`src/timetag_config.svh`:
```
`ifndef TIMETAG_CONFIG_SVH
`define TIMETAG_CONFIG_SVH

// Samples held in the buffer between the timetagger and the serializer.
`define TT_FIFO_DEPTH 16

// Pointer width of the buffer, log2 of the depth.
`define TT_FIFO_AW 4

// Width of the free-running timestamp counter.
`define TT_TS_W 40

// One laser enable per detector channel.
`define TT_NUM_DET 4

`endif
```
`src/timetag_sample_pkg.sv`:
```
`include "timetag_config.svh"

package timetag_sample_pkg;

	typedef logic [`TT_TS_W-1:0] timestamp_t;

	// used both for the detector hits and for the laser pattern.
	typedef logic [`TT_NUM_DET-1:0] det_mask_t;

	// {laser pattern, detector hits, timestamp}, 48 bits in total.
	typedef logic [2*`TT_NUM_DET+`TT_TS_W-1:0] sample_t;

	typedef logic [7:0] out_byte_t;

	typedef logic [15:0] length_t;

	typedef enum logic {
		SER_IDLE,
		SER_SEND
	} ser_state_t;

endpackage

```
`src/timetag_cmd_pkg.sv`:
```
package timetag_cmd_pkg;

	// one host byte is one complete command.
	typedef logic [7:0] cmd_byte_t;

	// low nibble of the command byte.
	typedef logic [3:0] cmd_arg_t;

	// high nibble of the command byte selects the operation.
	typedef enum logic [3:0] {
		OP_NOP   = 4'd0,
		OP_START = 4'd1, // timestamp starts counting.
		OP_STOP  = 4'd2, // timestamp holds.
		OP_CLEAR = 4'd3, // timestamp goes to zero.
		OP_LASER = 4'd4  // argument becomes the laser pattern.
	} cmd_op_t;

endpackage

```
`src/timetag.sv`:
```
`timescale 1ns/10ps

module timetag (
	input  logic                          clk,
	input  logic                          rst_n,
	input  logic                          cmd_wr,
	input  timetag_cmd_pkg::cmd_byte_t    cmd_in,
	input  timetag_sample_pkg::det_mask_t detectors,
	input  logic                          data_accepted,
	input  logic                          request_length,
	output timetag_sample_pkg::det_mask_t laser_en,
	output logic                          data_avail,
	output timetag_sample_pkg::out_byte_t data,
	output timetag_sample_pkg::length_t   length
);
	import timetag_sample_pkg::*;

	logic    operate;
	logic    clear;
	logic    sample_valid;
	sample_t sample;
	sample_t buf_sample;
	logic    buf_empty;
	logic    pop;

	cmd_decoder cmd_decoder_i (
		.clk      (clk),
		.rst_n    (rst_n),
		.cmd_wr   (cmd_wr),
		.cmd_in   (cmd_in),
		.operate  (operate),
		.clear    (clear),
		.laser_en (laser_en)
	);

	detector_timetagger detector_timetagger_i (
		.clk          (clk),
		.rst_n        (rst_n),
		.operate      (operate),
		.clear        (clear),
		.laser_en     (laser_en),
		.detectors    (detectors),
		.sample_valid (sample_valid),
		.sample       (sample)
	);

	sample_buffer sample_buffer_i (
		.clk            (clk),
		.rst_n          (rst_n),
		.wr             (sample_valid),
		.wr_sample      (sample),
		.pop            (pop),
		.request_length (request_length),
		.buf_sample     (buf_sample),
		.buf_empty      (buf_empty),
		.length         (length)
	);

	sample_serializer sample_serializer_i (
		.clk           (clk),
		.rst_n         (rst_n),
		.buf_sample    (buf_sample),
		.buf_empty     (buf_empty),
		.data_accepted (data_accepted),
		.pop           (pop),
		.data_avail    (data_avail),
		.data          (data)
	);

endmodule

```
`src/sample_serializer.sv`:
```
`timescale 1ns/10ps

module sample_serializer (
	input  logic                          clk,
	input  logic                          rst_n,
	input  timetag_sample_pkg::sample_t   buf_sample,
	input  logic                          buf_empty,
	input  logic                          data_accepted,
	output logic                          pop,
	output logic                          data_avail,
	output timetag_sample_pkg::out_byte_t data
);
	import timetag_sample_pkg::*;

	localparam int unsigned LAST_BYTE = $bits(sample_t) / 8 - 1;

	ser_state_t state;
	sample_t    cur;
	logic [2:0] byte_idx;

	assign pop        = (state == SER_IDLE) && !buf_empty;
	assign data_avail = (state == SER_SEND);
	assign data       = cur[8*byte_idx +: 8]; // least significant byte goes out first.

	always_ff @(posedge clk or negedge rst_n)
	begin
		if (!rst_n)
		begin
			state    <= SER_IDLE;
			byte_idx <= '0;
		end
		else
		begin
			case (state)
				SER_IDLE:
					if (!buf_empty)
					begin
						state    <= SER_SEND;
						byte_idx <= '0;
					end
				SER_SEND:
					if (data_accepted)
					begin
						if (byte_idx == 3'(LAST_BYTE))
							state <= SER_IDLE;
						else
							byte_idx <= byte_idx + 1'b1;
					end
				default:
					state <= SER_IDLE;
			endcase
		end
	end

	always_ff @(posedge clk)
	begin
		if (pop)
		begin
			cur <= buf_sample;
		end
	end

endmodule

```
`src/sample_buffer.sv`:
```
`timescale 1ns/10ps
`include "timetag_config.svh"

module sample_buffer (
	input  logic                          clk,
	input  logic                          rst_n,
	input  logic                          wr,
	input  timetag_sample_pkg::sample_t   wr_sample,
	input  logic                          pop,
	input  logic                          request_length,
	output timetag_sample_pkg::sample_t   buf_sample,
	output logic                          buf_empty,
	output timetag_sample_pkg::length_t   length
);
	import timetag_sample_pkg::*;

	sample_t mem [`TT_FIFO_DEPTH];

	logic [`TT_FIFO_AW:0] wr_ptr; // top bit is the wrap flag.
	logic [`TT_FIFO_AW:0] rd_ptr;
	logic                 full;
	logic                 wr_en;
	logic                 rd_en;

	assign buf_empty = (wr_ptr == rd_ptr);
	assign full      = (wr_ptr[`TT_FIFO_AW] != rd_ptr[`TT_FIFO_AW]) &&
			   (wr_ptr[`TT_FIFO_AW-1:0] == rd_ptr[`TT_FIFO_AW-1:0]);

	assign wr_en = wr & ~full; // samples that arrive while full are lost.
	assign rd_en = pop & ~buf_empty;

	assign buf_sample = mem[rd_ptr[`TT_FIFO_AW-1:0]];

	always_ff @(posedge clk)
	begin
		if (wr_en)
		begin
			mem[wr_ptr[`TT_FIFO_AW-1:0]] <= wr_sample;
		end
	end

	always_ff @(posedge clk or negedge rst_n)
	begin
		if (!rst_n)
		begin
			wr_ptr <= '0;
			rd_ptr <= '0;
			length <= '0;
		end
		else
		begin
			if (wr_en)
				wr_ptr <= wr_ptr + 1'b1;
			if (rd_en)
				rd_ptr <= rd_ptr + 1'b1;
			if (request_length)
				length <= '0; // a readout request beats a write in the same cycle.
			else if (wr_en)
				length <= length + 1'b1;
		end
	end

endmodule

```
`src/detector_timetagger.sv`:
```
`timescale 1ns/10ps

module detector_timetagger (
	input  logic                          clk,
	input  logic                          rst_n,
	input  logic                          operate,
	input  logic                          clear,
	input  timetag_sample_pkg::det_mask_t laser_en,
	input  timetag_sample_pkg::det_mask_t detectors,
	output logic                          sample_valid,
	output timetag_sample_pkg::sample_t   sample
);
	import timetag_sample_pkg::*;

	timestamp_t timestamp;
	det_mask_t  det_prev;
	det_mask_t  hits;
	logic       any_hit;

	// a hit is a detector that is high now and was low at the previous edge.
	assign hits    = detectors & ~det_prev;
	assign any_hit = |hits;

	always_ff @(posedge clk or negedge rst_n)
	begin
		if (!rst_n)
		begin
			timestamp <= '0;
		end
		else if (clear)
		begin
			timestamp <= '0;
		end
		else if (operate)
		begin
			timestamp <= timestamp + 1'b1;
		end
	end

	always_ff @(posedge clk or negedge rst_n)
	begin
		if (!rst_n)
		begin
			det_prev <= '0;
		end
		else
		begin
			det_prev <= detectors;
		end
	end

	always_ff @(posedge clk or negedge rst_n)
	begin
		if (!rst_n)
		begin
			sample_valid <= 1'b0;
		end
		else
		begin
			sample_valid <= operate & any_hit;
		end
	end

	// The timestamp captured here is the value from the cycle in which the detector rose.
	always_ff @(posedge clk)
	begin
		if (operate && any_hit)
		begin
			sample <= {laser_en, hits, timestamp};
		end
	end

endmodule

```
`src/cmd_decoder.sv`:
```
`timescale 1ns/10ps

module cmd_decoder (
	input  logic                          clk,
	input  logic                          rst_n,
	input  logic                          cmd_wr,
	input  timetag_cmd_pkg::cmd_byte_t    cmd_in,
	output logic                          operate,
	output logic                          clear,
	output timetag_sample_pkg::det_mask_t laser_en
);
	import timetag_cmd_pkg::*;

	cmd_op_t  op;
	cmd_arg_t arg;

	assign op  = cmd_op_t'(cmd_in[7:4]);
	assign arg = cmd_in[3:0];

	always_ff @(posedge clk or negedge rst_n)
	begin
		if (!rst_n)
		begin
			operate  <= 1'b0;
			clear    <= 1'b0;
			laser_en <= '0;
		end
		else
		begin
			clear <= 1'b0; // clear only lasts for the cycle after the strobe.
			if (cmd_wr)
			begin
				case (op)
					OP_NOP:
						;
					OP_START:
						operate <= 1'b1;
					OP_STOP:
						operate <= 1'b0;
					OP_CLEAR:
						clear <= 1'b1;
					OP_LASER:
						laser_en <= arg;
					default:
						; // unknown opcodes are ignored.
				endcase
			end
		end
	end

endmodule

```
`config.mk`:
```
export PLATFORM = sky130hd
export DESIGN_NAME = timetag
export DESIGN_NICKNAME = d
export VERILOG_FILES = /design/src/timetag_sample_pkg.sv /design/src/timetag_cmd_pkg.sv /design/src/timetag.sv /design/src/sample_serializer.sv /design/src/sample_buffer.sv /design/src/detector_timetagger.sv /design/src/cmd_decoder.sv
export VERILOG_INCLUDE_DIRS = /design/src
export SDC_FILE = /design/constraint.sdc
export NUM_CORES = 1
export LEC_CHECK = 0
export BUFFER_PORTS_ARGS = -buffer_cell sky130_fd_sc_hd__buf_2
export CAP_MARGIN = 20
export CORE_UTILIZATION = 38
export CTS_BUF_LIST = sky130_fd_sc_hd__clkbuf_16
export DETAILED_ROUTE_END_ITERATION = 7
export PLACE_DENSITY = 0.51
export SYNTH_ARGS = -nofsm -noshare
export SYNTH_HDL_FRONTEND = slang
export SYNTH_SLANG_ARGS = --single-unit
```
`constraint.sdc`:
```
create_clock -name clk -period 12 [get_ports clk]
set_input_delay 2.4 -clock clk [delete_from_list [all_inputs] [get_ports clk]]
set_output_delay 2.4 -clock clk [all_outputs]
set_load 0.02 [all_outputs]
```
==> results.tsv <==
stage	metric	value	unit
outcome	status	finished, final reports clean	
route	drt_drc_violations_left	0	
synthesis	synth_top_area_cell	edfxtp_1	
place	dp_hpwl	47.6	mm
flow_run	maxCapViolCount	0	
power_and_ir_drop	combPwrFrac	0.209	
die	die_y	312	um
clock_tree	hold_buffers	0	
synthesis	synth_commonest_cells	edfxtp_1, mux4_2, dfrtp_1, clkbuf_1, nor2_1	
timing	worstMarginPinSlew	1060	ps
timing	finalSetupViolCount	0	
synthesis	syn-num-nets	1699	
critical_path	required	9600	ps
route	drt-total-wl	87.2	mm
die	die-width	312	um
die	start_util	0.384	
die	io_pins	46	
synthesis	yosysUniqueCellTypes	50	
power_and_ir_drop	pwr-share-seq	0.448	
clock_tree	worstSkewPairLatency	660	ps
timing	skew	30.2	ps
route	antenna_left	0	
clock_tree	clkSlewWorstSetupHoldPaths	60	ps
cells_and_area	drive_gt1_frac	0.289	
place	globalplace.congestion	0.736	
timing	post-route-period-util	0.384	
critical_path	r2r_cells	4	
power_and_ir_drop	clockPowerShare	0.344	
timing	tns	0	ps
power_and_ir_drop	leakage	13.2	nW
synthesis	synth-main-ff-cell	edfxtp_1	
synthesis	async_reset_ff_frac	0.0857	
synthesis	synth.ff_latch_count	945	
die	rows	113	
grt	grt_util_all_layers	0.182	
timing	fmax	217	MHz
cells_and_area	utilization	0.437	
power_and_ir_drop	power_switching	2.39	mW
clock_tree	cts_made_buffers	100	
critical_path	path_class	reg2out	
critical_path	start_kind	flip-flop	
die	dieArea	0.0974	mm2
synthesis	ys_seq_area_frac	0.766	
hold_path	worstHoldPathCells	0	
synthesis	yosysMostFrequentCell	edfxtp_1	
route	post_drt_wl_per_cell	27.9	um
clock_tree	cts_tree	done	
timing	hold_viol	0	
timing	rsz0062_at_grt	no	
grt	grt_pass1_wl	127	mm
hold_path	hold_class	reg2reg	
route	via_count	17093	
grt	grt-ovfl-total	0	
power_and_ir_drop	total_power	8.78	mW
route	dr.pass1.iters	5	
synthesis	synthCells	1673	
route	post_drt_via_cell_ratio	5.48	
synthesis	netlist_top_cells_area	edfxtp_1, mux4_2, dfrtp_1	
cells_and_area	final.fill_count	8044	
synthesis	mappedNetlistArea	0.0365	mm2
grt	grt_max_degree	57	
timing	hold-worst-slack	468	ps
power_and_ir_drop	switching_share	0.272	
synthesis	netlist.area_leader.share	0.710	
clock_tree	cts_setup_buffers	0	
synthesis	synth_edf_count	864	
power_and_ir_drop	p_int	6.39	mW
clock_tree	cts.sinks	945	
critical_path	critical_path_arrival	2200	ps
clock_tree	clockBufferDepth	3	
timing	slew_viol_final	0	
grt	antenna_found_initial	7	
place	port_buffers	45	
grt	grt_pass1_vias	17901	
die	coreArea	0.0952	mm2
cells_and_area	nets	1796	
timing	slew_headroom	0.292	
critical_path	end_kind	output pin	
power_and_ir_drop	power.density	211	mW/mm2
clock_tree	clockRootBuffer	clkbuf_16	
critical_path	critPathMaxFanout	19	
clock_tree	post_cts_resized	0	
cells_and_area	syn_to_final_growth	13.9	%
timing	period_minus_slack	4600	ps
synthesis	synth_area_per_cell	21.8	um2
clock_tree	htreeDepth	3	
power_and_ir_drop	ir_worst_vdd	0.141	mV
route	drt_iter0_markers	1776	
synthesis	yosysWarnings	0	
per-layer routing:
metal,track usage,share of wire
met1,0.258,0.45
met2,0.295,0.49
met5,0,0.00015
met3,0.0296,0.051
met4,0.0442,0.016
stage by stage:
step	instance area (um2)	cells	setup slack, ps
6_report	41600	3122	7400
5_1_grt	41600	3121	7300
4_1_cts	41600	3121	7340
3_5_place_dp	38400	2933	8030
3_3_place_gp	38400	2933	8070
2_1_floorplan	36500	1673	5100
area by class of cell:
class                           count  area (um2)  area share
Sequential cell                   945       28000       0.672
Multi-Input combinational cell    618        8200       0.197
Clock buffer                      101        2530      0.0607
Tap cell                         1265        1580      0.0380
Clock inverter                     87         701      0.0168
Timing Repair Buffer               88         551      0.0132
Inverter                           17        63.8     0.00153
Antenna cell                        1        2.50   0.0000601
flip-flops by register name (all words and copies together), names as in the netlist:
register and count:
detector_timetagger_i.det_prev 4, sample_serializer_i.byte_idx 3, sample_serializer_i.cur 48, sample_buffer_i.wr_ptr 5, cmd_decoder_i.clear 1, detector_timetagger_i.sample_valid 1
sample_buffer_i.mem 768, sample_buffer_i.length 16, detector_timetagger_i.sample 48, sample_buffer_i.rd_ptr 5, cmd_decoder_i.laser_en 4, cmd_decoder_i.operate 1
detector_timetagger_i.timestamp 40, sample_serializer_i.data_avail 1
cells in the final DEF (no fill, tap or decap), types with 9 or more instances in the layout:
master,n
ha_1,9
o31ai_1,12
nor2b_1,29
mux4_2,248
or4_1,13
xnor2_1,10
buf_2,44
mux2_2,32
nor2_1,42
dfrtp_1,77
inv_1,41
xor2_1,14
bufinv_16,11
nand3_1,21
nor4_1,10
o22ai_1,9
nand4_1,19
clkbuf_16,101
a21oi_1,26
buf_4,44
mux2i_1,11
clkinv_2,23
edfxtp_1,864
nor3_1,9
clkinv_1,23
nand2_1,31
logic make-up after synthesis:
| logic type | synth area share |
|---|---|
| compound gates | 0.0138 |
| xor+xnor | 0.00575 |
| fa+ha+maj | 0.00308 |
| buf+inv | 0.0126 |
| flops | 0.766 |
| mux | 0.166 |
| simple gates | 0.0332 |
power groups by stage:
stage | Combinational [mW] | Clock, mW | Sequential, mW
after CTS | 1.87 | 3.09 | 3.93
final | 1.83 | 3.02 | 3.93
after global placement | 1.88 | 0 | 4.00
after detailed placement | 1.87 | 0 | 4.00
after floorplan | 1.40 | 0 | 3.84
after global routing | 1.95 | 3.21 | 3.95
worst paths after layout:
kind                                            startpoint                                end  slack [ps]
max                        sample_serializer_i.byte_idx[0]                            data[2]        7400
max in group asynchronous                            rst_n          sample_buffer_i.rd_ptr[3]        9030
min in group asynchronous                            rst_n  detector_timetagger_i.det_prev[1]        1700
max reg2reg                      sample_buffer_i.rd_ptr[1]        sample_serializer_i.cur[23]        8220
min                              cmd_decoder_i.laser_en[1]   detector_timetagger_i.sample[45]         470
min reg2reg                      cmd_decoder_i.laser_en[1]   detector_timetagger_i.sample[45]         470
critical path, stage by stage (launching register included):
cell and delay (ps):
dfrtp_1 320, buf_4 320, mux4_2 550, inv_1 70
o22ai_1 100, buf_2 200
Note: power is estimated with default switching activity, not from simulation.
